### src/design/fpu_pkg.sv
/*
 * Shared definitions for the 64-bit execution unit
 *   width and encoding constants
 *   opcode, function and combine-step encodings
 *   micro-op, request, status and sign result structs
 */

package fpu_pkg;

	// ==================================================
	// Widths and constants
	// ==================================================
	localparam int data_w     = 64;
	localparam int exp_w      = 11;
	localparam int sig_w      = 52;
	localparam int pipe_depth = 2;     // Operand delay ahead of result select

	localparam logic [exp_w-1:0]  exp_max  = 11'd2047;
	localparam logic [data_w-1:0] one_bits = 64'h3FF0_0000_0000_0000;  // +1.0

	// Double precision layout
	typedef struct packed {
		logic             sign;
		logic [exp_w-1:0] exp;
		logic [sig_w-1:0] sig;
	} fp64_t;

	// ==================================================
	// Encodings
	// ==================================================
	typedef enum logic [6:0] {
		op_r3o   = 7'h02,
		op_addi  = 7'h04,
		op_subfi = 7'h05,
		op_andi  = 7'h08,
		op_ori   = 7'h09,
		op_xori  = 7'h0A,
		op_flt   = 7'h50,
		op_nop   = 7'h7F
	} opcode_e;

	// Fused group in the low codes, float group above
	typedef enum logic [6:0] {
		fn_add    = 7'h04,
		fn_and    = 7'h08,
		fn_or     = 7'h09,
		fn_xor    = 7'h0A,
		flt_sgnj  = 7'h10,
		flt_sgnjn = 7'h11,
		flt_sgnjx = 7'h12,
		flt_sign  = 7'h14,
		flt_sig   = 7'h15,
		flt_rm    = 7'h1C
	} func_e;

	// Second step of a fused op, code 5 has no meaning
	typedef enum logic [2:0] {
		cb_and   = 3'd0,
		cb_or    = 3'd1,
		cb_xor   = 3'd2,
		cb_add   = 3'd3,
		cb_shl   = 3'd4,
		cb_sel_t = 3'd6,
		cb_sel_b = 3'd7
	} combine_e;

	// ==================================================
	// Request, status and result payloads
	// ==================================================
	typedef struct packed {
		opcode_e  opcode;
		func_e    func;
		combine_e op3;
		logic     upd_status;  // Write class flags or rm
	} micro_op_t;

	typedef struct packed {
		micro_op_t         uop;
		logic [data_w-1:0] a;
		logic [data_w-1:0] b;
		logic [data_w-1:0] c;
		logic [data_w-1:0] t;    // Target, passed through by nop
		logic [data_w-1:0] imm;
	} fu_req_t;

	typedef struct packed {
		logic [2:0] rm;    // Rounding mode
		logic       neg;
		logic       pos;
		logic       zero;
		logic       inf;
		logic       c;     // Denormal, negative zero or quiet NaN
	} fp_status_t;

	typedef struct packed {
		fp64_t sgnj;
		fp64_t sgnjn;
		fp64_t sgnjx;
		fp64_t sign;
		fp64_t sig;
	} sign_res_t;

endpackage

### src/design/fp_sign_ops.sv
/*
 * Sign injection, sign function and significand extract
 *   computed from the undelayed operands
 *   held for pipe_depth edges to line up with the request
 */

`timescale 1ns/10ps

module fp_sign_ops (
	input  logic               clk,
	input  logic               arst_n,
	input  fpu_pkg::fp64_t     a,
	input  fpu_pkg::fp64_t     b,
	output fpu_pkg::sign_res_t res
);

	import fpu_pkg::*;

	sign_res_t res_c;
	logic      a_zero;
	logic      a_nan;

	assign a_zero = ({a.exp, a.sig} == '0);
	assign a_nan  = (a.exp == exp_max) && (a.sig != '0);

	always_comb
	begin
		// Magnitude of b under a new sign
		res_c.sgnj  = {a.sign, b.exp, b.sig};
		res_c.sgnjn = {~a.sign, b.exp, b.sig};
		res_c.sgnjx = {a.sign ^ b.sign, b.exp, b.sig};

		if (a_zero)
			res_c.sign = '0;
		else if (a_nan)
			res_c.sign = a;                                   // NaN passes through
		else
			res_c.sign = {a.sign, one_bits[data_w-2:0]};      // +/-1.0

		res_c.sig = {{(data_w-sig_w){1'b0}}, a.sig};
	end

	// Two stages to meet the delayed request
	stage_pipe #(
		.payload_t (sign_res_t),
		.depth     (pipe_depth)
	) res_pipe_inst (
		.clk    (clk),
		.arst_n (arst_n),
		.in     (res_c),
		.out    (res)
	);

endmodule

### src/design/fp_status_regs.sv
/*
 * Floating-point status register
 *   rounding mode and class flags of the last float result
 */

`timescale 1ns/10ps

module fp_status_regs (
	input  logic                clk,
	input  logic                arst_n,
	input  logic                status_we,
	input  fpu_pkg::fp_status_t status_next,
	output fpu_pkg::fp_status_t status
);

	import fpu_pkg::*;

	fp_status_t status_q;

	// Loads on the result edge
	always_ff @(posedge clk or negedge arst_n)
	begin
		if (!arst_n)
			status_q <= '0;
		else if (status_we)
			status_q <= status_next;
	end

	// rm read by the result stage comes from here
	assign status = status_q;

endmodule

### src/design/fpu_unit_top.sv
/*
 * Execution unit top level
 *   request and valid pipes, sign ops, integer ALU
 *   result stage and status register
 */

`timescale 1ns/10ps

module fpu_unit_top (
	input  logic                       clk,
	input  logic                       arst_n,
	input  logic                       req_valid,
	input  fpu_pkg::fu_req_t           req,
	output logic                       rsp_valid,
	output logic [fpu_pkg::data_w-1:0] result,
	output fpu_pkg::fp_status_t        status
);

	import fpu_pkg::*;

	fu_req_t           req_d;
	logic              req_valid_d;
	sign_res_t         sign_res;
	logic [data_w-1:0] int_result;
	logic              status_we;
	fp_status_t        status_next;

	// ==================================================
	// Operand delay
	// ==================================================
	stage_pipe #(.payload_t(fu_req_t), .depth(pipe_depth)) req_pipe_inst (
		.clk    (clk),
		.arst_n (arst_n),
		.in     (req),
		.out    (req_d)
	);

	stage_pipe #(.payload_t(logic), .depth(pipe_depth)) valid_pipe_inst (
		.clk    (clk),
		.arst_n (arst_n),
		.in     (req_valid),
		.out    (req_valid_d)
	);

	fp_sign_ops fp_sign_ops_inst (
		.clk    (clk),
		.arst_n (arst_n),
		.a      (fp64_t'(req.a)),
		.b      (fp64_t'(req.b)),
		.res    (sign_res)
	);

	int_fused_alu int_fused_alu_inst (
		.req    (req_d),
		.result (int_result)
	);

	// ==================================================
	// Result and status
	// ==================================================
	result_select result_select_inst (
		.clk         (clk),
		.arst_n      (arst_n),
		.req_valid_d (req_valid_d),
		.req_d       (req_d),
		.int_result  (int_result),
		.sign_res    (sign_res),
		.status      (status),
		.status_we   (status_we),
		.status_next (status_next),
		.rsp_valid   (rsp_valid),
		.result      (result)
	);

	fp_status_regs fp_status_regs_inst (
		.clk         (clk),
		.arst_n      (arst_n),
		.status_we   (status_we),
		.status_next (status_next),
		.status      (status)
	);

endmodule

### src/design/int_fused_alu.sv
/*
 * Integer operations on the delayed request
 *   immediate add, subtract-from, and, or, xor
 *   fused three-operand ops with an op3 combine step
 */

`timescale 1ns/10ps

module int_fused_alu (
	input  fpu_pkg::fu_req_t          req,
	output logic [fpu_pkg::data_w-1:0] result
);

	import fpu_pkg::*;

	logic [data_w-1:0] part;      // a op b
	logic              part_ok;   // Known func
	logic [data_w-1:0] fused;
	logic              c_nz;

	assign c_nz = |req.c;

	// ==================================================
	// First step, a with b
	// ==================================================
	always_comb
	begin
		part    = '0;
		part_ok = 1'b1;
		case (req.uop.func)
			fn_add: part = req.a + req.b;
			fn_and: part = req.a & req.b;
			fn_or:  part = req.a | req.b;
			fn_xor: part = req.a ^ req.b;
			default: part_ok = 1'b0;
		endcase
	end

	// ==================================================
	// Combine step with c
	// ==================================================
	always_comb
	begin
		fused = '0;
		if (part_ok)
		begin
			case (req.uop.op3)
				cb_and:   fused = part & req.c;
				cb_or:    fused = part | req.c;
				cb_xor:   fused = part ^ req.c;
				cb_add:   fused = part + req.c;
				cb_shl:   fused = part << req.c;      // Large c clears all
				cb_sel_t: fused = c_nz ? part : req.t;
				cb_sel_b: fused = c_nz ? part : req.b;
				default:  fused = '0;                 // Code 5
			endcase
		end
	end

	always_comb
	begin
		case (req.uop.opcode)
			op_addi:  result = req.a + req.imm;
			op_subfi: result = req.imm - req.a;
			op_andi:  result = req.a & req.imm;
			op_ori:   result = req.a | req.imm;
			op_xori:  result = req.a ^ req.imm;
			op_r3o:   result = fused;
			default:  result = '0;
		endcase
	end

endmodule

### src/design/result_select.sv
/*
 * Result stage
 *   result multiplexer over integer, sign and status sources
 *   class flags and rounding-mode update for the status register
 *   output register for result and rsp_valid
 */

`timescale 1ns/10ps

module result_select (
	input  logic                       clk,
	input  logic                       arst_n,
	input  logic                       req_valid_d,
	input  fpu_pkg::fu_req_t           req_d,
	input  logic [fpu_pkg::data_w-1:0] int_result,
	input  fpu_pkg::sign_res_t         sign_res,
	input  fpu_pkg::fp_status_t        status,
	output logic                       status_we,
	output fpu_pkg::fp_status_t        status_next,
	output logic                       rsp_valid,
	output logic [fpu_pkg::data_w-1:0] result
);

	import fpu_pkg::*;

	logic [data_w-1:0] sel_c;
	fp64_t             cls_src;    // Value that is classified
	logic              cls_en;     // func sets class flags
	logic              is_flt;
	logic              mag_zero;

	assign is_flt = (req_d.uop.opcode == op_flt);

	// ==================================================
	// Result mux
	// ==================================================
	always_comb
	begin
		sel_c   = int_result;
		cls_src = sign_res.sgnj;
		cls_en  = 1'b0;
		if (is_flt)
		begin
			case (req_d.uop.func)
				flt_sgnj:  begin sel_c = sign_res.sgnj;  cls_src = sign_res.sgnj;  cls_en = 1'b1; end
				flt_sgnjn: begin sel_c = sign_res.sgnjn; cls_src = sign_res.sgnjn; cls_en = 1'b1; end
				flt_sgnjx: begin sel_c = sign_res.sgnjx; cls_src = sign_res.sgnjx; cls_en = 1'b1; end
				flt_sign:  begin sel_c = sign_res.sign;  cls_src = sign_res.sign;  cls_en = 1'b1; end
				flt_sig:   sel_c = sign_res.sig;
				flt_rm:    sel_c = {{(data_w-3){1'b0}}, status.rm};  // rm before any update
				default:   sel_c = '0;
			endcase
		end
		else if (req_d.uop.opcode == op_nop)
			sel_c = req_d.t;                 // Copy target
	end

	// ==================================================
	// Status update
	// ==================================================
	assign mag_zero = ({cls_src.exp, cls_src.sig} == '0);

	always_comb
	begin
		status_next = status;
		status_we   = 1'b0;
		if (req_valid_d && is_flt && req_d.uop.upd_status)
		begin
			if (cls_en)
			begin
				status_next.zero = mag_zero;
				status_next.neg  = cls_src.sign & ~mag_zero;
				status_next.pos  = ~cls_src.sign & ~mag_zero;
				status_next.inf  = (cls_src.exp == exp_max) && (cls_src.sig == '0);
				status_next.c    = ((cls_src.exp == '0) && (cls_src.sig != '0))        // Denormal
					| (cls_src.sign & mag_zero)                                      // -0
					| ((cls_src.exp == exp_max) && cls_src.sig[sig_w-1]);            // qNaN
				status_we = 1'b1;
			end
			else if (req_d.uop.func == flt_rm)
			begin
				status_next.rm = req_d.a[2:0];  // Flags kept
				status_we      = 1'b1;
			end
		end
	end

	// Output register
	always_ff @(posedge clk or negedge arst_n)
	begin
		if (!arst_n)
			rsp_valid <= 1'b0;
		else
			rsp_valid <= req_valid_d;
	end

	always_ff @(posedge clk)
	begin
		result <= sel_c;
	end

endmodule

### src/design/stage_pipe.sv
/*
 * Fixed-depth register pipe
 *   payload given as a type parameter
 */

`timescale 1ns/10ps

module stage_pipe #(
	parameter type payload_t = logic,
	parameter int  depth     = fpu_pkg::pipe_depth
) (
	input  logic     clk,
	input  logic     arst_n,
	input  payload_t in,
	output payload_t out
);

	payload_t stage_q [depth];

	generate
		if ($bits(payload_t) == 1)
		begin : g_ctrl
			// Valid style chain, cleared on reset
			always_ff @(posedge clk or negedge arst_n)
			begin
				if (!arst_n)
				begin
					for (int i = 0; i < depth; i++)
						stage_q[i] <= '0;
				end
				else
				begin
					stage_q[0] <= in;
					for (int i = 1; i < depth; i++)
						stage_q[i] <= stage_q[i-1];
				end
			end
		end
		else
		begin : g_data
			always_ff @(posedge clk)
			begin
				stage_q[0] <= in;
				for (int i = 1; i < depth; i++)
					stage_q[i] <= stage_q[i-1];
			end
		end
	endgenerate

	assign out = stage_q[depth-1];  // Oldest entry

endmodule

### config.mk
export PLATFORM = sky130hd
export DESIGN_NAME = fpu_unit_top
export DESIGN_NICKNAME = d
export VERILOG_FILES = /design/src/design/fpu_pkg.sv /design/src/design/fp_sign_ops.sv /design/src/design/fp_status_regs.sv /design/src/design/fpu_unit_top.sv /design/src/design/int_fused_alu.sv /design/src/design/result_select.sv /design/src/design/stage_pipe.sv
export SDC_FILE = /design/constraint.sdc
export NUM_CORES = 2
export LEC_CHECK = 0
export BUFFER_PORTS_ARGS = -buffer_cell sky130_fd_sc_hd__buf_2
export CORE_ASPECT_RATIO = 1.75
export CORE_MARGIN = 10
export CORE_UTILIZATION = 40
export CTS_CLUSTER_SIZE = 20
export DETAILED_ROUTE_END_ITERATION = 8
export HOLD_SLACK_MARGIN = 0.02
export PLACE_DENSITY = 0.63
export SYNTH_ARGS = -nofsm -noshare
export SYNTH_HDL_FRONTEND = slang
export SYNTH_HIERARCHICAL = 1
export SYNTH_SLANG_ARGS = --single-unit
### constraint.sdc
create_clock -name clk -period 8.63 [get_ports clk]
set_input_delay 0.4315 -clock clk [delete_from_list [all_inputs] [get_ports clk]]
set_output_delay 0.4315 -clock clk [all_outputs]
set_load 0.03 [all_outputs]
==> summary.txt <==
Die
  – Vert. Die Dim: 565 microns
  – Die area: 0.1873 sq mm
  – Core area: 0.1692 sq mm
  – Starting Density: 40.13%
  – I/O pin cnt: 414
  – Die width: 331.4 microns
  – # rows: 200

Power and ir drop
  – Peak VDD IR: 0.2357 mV
  – LEAKAGE: 31.57 nW
  – Pwr Total: 14.64 mW
  – PD cells: 193.9 mW/mm^2

Clock tree
  – CTS tree: built
  – H-tree Lvls: 3
  – Worst-path clk slew: 70 ps
  – Worst skew pair latency: 760 ps
  – Clock Sinks: 1,391
  – Post-CTS setup repair buffer count: 0
  – CTS root buf: clkbuf_16
  – Total CTS buffers: 113
  – Clk buf depth: 3

Synthesis
  – Synth unique cells: 125
  – Sequential cell area fraction in the yosys report: 41.10%
  – Cell Area, Synth: 0.06789 sq mm
  – Number of synthesized register bits: 1,391
  – EDFF count, synth: 0
  – Post-synthesis average cell area: 9.166 sq um
  – Synth Warn #: 6
  – Synth Instances: 7,407
  – Ys async rst share: 0.7908%
  – Main synth FF type: dfxtp_1

Place
  – Placed cell areas: 0.06794 sq mm
  – Placed cell count: 9,195
  – Hpwl dp: 250,300 microns
  – Buffers added on ports: 413
  – Global placement routability congestion: 1.024

GRT
  – Initial antenna violation count: 25
  – GR Overflow Total: 0
  – GR Util All Layers: 32.73%
  – Largest net degree at the start of global routing: 129
  – First-pass GRT wire length: 443,600 microns
  – Vias in the first global route: 57,370

Critical path
  – Reg2reg end: result_select_inst/result[56]$_DFF_P_
  – Crit path DAT: 8980 ps
  – R2R cell count: 25
  – FF-to-FF Start: req_pipe_inst/stage_q[0][596]$_DFF_P_
  – Critical path endpoint: result_select_inst/result[56]$_DFF_P_
  – Reg2Reg Setup Slack: 240 ps
  – Crit path kind: flip-flop to flip-flop
  – Critical path launch point: req_pipe_inst/stage_q[0][596]$_DFF_P_
  – CP most frequent cell: o31ai_1
  – Worst path max stage delay: 820 ps
  – Crit-path slowest cell: o31ai_1
  – Max FO, Critical Path: 8
  – Worst setup EP type: flip-flop
  – CP startpoint kind: flip-flop
  – Worst EP required: 9220 ps

STA
  – Final setup fails: 0
  – RSZ-0062 raised after global routing: no
  – Final worst path period share: 97.20%
  – Final min period: 8388 ps
  – Worst slew margin relative to its limit: -8.473%
  – Highest Clock Rate: 119.2 MHz
  – Final Max Tran Viols: 5
  – Endpoints failing hold: 0
  – Setup TNS: 0 ps
  – Worst-Margin Slew: 1621 ps
  – Setup Skew: 50.83 ps

Layout
  – Share of layout cells above drive strength 1: 13.37%
  – Filler Cell Count: 16,220
  – Core Util, Final: 44.63%
  – Syn-to-layout area delta: 11.21%
  – Final std cells w/o fill: 9,774
  – Final nets: 8,221
  – Post-route cell area: 0.07550 sq mm

Drt
  – Vias: 58,460
  – Via density: 5.981
  – ANT nets after route: 0
  – DRC errors left: 2
  – Initial DRC count: 7,050
  – Routed WL: 321,600 microns
  – Routed len/inst: 32.91 microns
  – DR pass1 iterations: 9

Min path
  – Worst hold-check path type: primary input to asynchronous set/reset pin

Job
  – Max cap viols: 1

Run status
  – Failing checks: design-rule violations, max-capacitance violations, max-slew violations
  – Run status: complete, but fails checks
[cells by family after synthesis]
group / synth area share [%]
and+or+nand+nor: 11.94
AOI/OAI and AO/OA: 20.50
xor gates and xnor gates: 2.193
buffers and inverters: 12.10
other: 0.005524
muxes: 3.828
DFF: 41.10
adders and majority gates: 8.345
[sequential cells by signal, indices dropped and copies added (netlist names)]
name / flops
req_pipe_inst/stage_q: 676
fp_sign_ops_inst/res_pipe_inst/stage_q: 640
result_select_inst/rsp_valid: 1
fp_status_regs_inst/status: 8
valid_pipe_inst/stage_q: 1
valid_pipe_inst/out: 1
result_select_inst/result: 64
[power breakdown]
part | switching (mW) | total, mW | internal (mW)
combinational | 1.37 | 2.12 | 0.749
clock | 2.47 | 5.57 | 3.10
sequential | 0.224 | 6.95 | 6.72
total | 4.06 | 14.6 | 10.6
[cells in the final DEF, fill, tap and decap left out, drive strengths merged, types with 101 or more instances in the layout]
| master | synthesis | layout |
|---|---|---|
| xnor2 | 139 | 139 |
| nor3 | 101 | 101 |
| dlygate4sd3 | 0 | 340 |
| a21o | 101 | 101 |
| a21oi | 495 | 495 |
| dfxtp | 1380 | 1380 |
| o22ai | 140 | 140 |
| nand4 | 116 | 116 |
| nand3 | 141 | 141 |
| ha | 448 | 448 |
| inv | 390 | 402 |
| nand2 | 431 | 431 |
| nor2 | 447 | 447 |
| buf | 799 | 631 |
| mux2i | 192 | 192 |
| o21ai | 359 | 359 |
| clkbuf | 276 | 153 |
| a211oi | 133 | 133 |
[metal layers]
metal  track usage [%]  vias up  share of wire [%]
li1                  -    25990                  -
met3             5.948      777                7.7
met5                 0        -              0.016
met4             22.40        8                8.2
met1             38.69    28480                 38
met2             53.68     3211                 46
[repair_timing]
item,4_1_cts,5_1_grt
resized for setup,0,1
hold endpoints to repair,642,0
hold buffers,340,0
endpoints found under the setup margin,0,2
[synth_stat cells (20+ instances only)]
master / n / area share (%)
nor2_1: 445 / 2.5
a211oi_1: 126 / 1.4
nor4_1: 78 / 0.72
xnor2_1: 139 / 1.8
o211ai_1: 88 / 0.97
xor2_1: 31 / 0.40
nor2b_1: 26 / 0.24
or3_1: 23 / 0.21
o21ai_1: 21 / 0.15
a21oi_1: 492 / 3.6
nor3_1: 98 / 0.72
o221ai_1: 30 / 0.39
clkbuf_1: 276 / 1.5
nand4_1: 116 / 1.1
a21o_1: 101 / 1.1
o21bai_1: 26 / 0.29
ha_1: 448 / 8.3
nand2b_1: 32 / 0.29
nor3b_1: 61 / 0.67
buf_2: 67 / 0.49
o22ai_1: 139 / 1.3
dfxtp_1: 1380 / 41
a31oi_1: 54 / 0.50
buf_1: 47 / 0.26
a222oi_1: 56 / 0.83
o21ai_0: 335 / 2.5
and3_1: 57 / 0.53
a22oi_1: 91 / 1.0
a221oi_1: 81 / 1.0
mux2i_1: 191 / 2.8
inv_1: 382 / 2.1
a211o_1: 24 / 0.31
and2_1: 37 / 0.34
nand2_1: 430 / 2.4
o21a_1: 57 / 0.63
o2111ai_1: 20 / 0.26
o2bb2ai_1: 23 / 0.30
nand3_1: 140 / 1.0
mux2_2: 26 / 0.43
buf_4: 671 / 7.4
o31ai_1: 32 / 0.35
[cell type report]
| type | instances | area (sq um) | area share [%] |
|---|---|---|---|
| clock buffer | 153 | 3219 | 4.264 |
| sequential | 1391 | 27920 | 36.98 |
| inverter | 391 | 1468 | 1.944 |
| clock inverter | 57 | 852.1 | 1.129 |
| antenna | 28 | 70.07 | 0.09280 |
| multi-input combinational | 4561 | 32000 | 42.38 |
| timing repair buffer | 971 | 7192 | 9.525 |
| tap | 2222 | 2780 | 3.682 |
[worst max-delay path: cells and delay by family (launching register included)]
kind,cells,cell delay [ps]
compound gates,11,4350
simple gates,7,1650
fa+ha+maj,2,780
flops,1,530
mux,2,460
buf+inv,3,410
[worst min-delay path by stage]
stage / start / endpoint / depth (start not counted)
after global routing: arst_n / valid_pipe_inst/out$_DFF_PN0_ / 2
final: arst_n / result_select_inst/rsp_valid$_DFF_PN0_ / 2
after floorplan: arst_n / fp_status_regs_inst/status[0]$_DFFE_PN0P_ / 0
after CTS: arst_n / valid_pipe_inst/stage_q[1]$_DFF_PN0_ / 2
after detailed placement: req_pipe_inst/stage_q[0][131]$_DFF_P_ / req_pipe_inst/stage_q[0][469]$_DFF_P_ / 0
after global placement: fp_sign_ops_inst/res_pipe_inst/stage_q[0][220]$_DFF_P_ / fp_sign_ops_inst/res_pipe_inst/stage_q[0][540]$_DFF_P_ / 0
[metrics by stage]
stage                     hold WS (ps)  worst slack, ps
after global placement           309.5            701.2
after floorplan                  135.9             2617
after detailed placement         312.0            644.9
after global routing             219.6            64.89
after CTS                        165.5            560.0
final                            208.5            242.0
(Power assumes the default switching activity.)
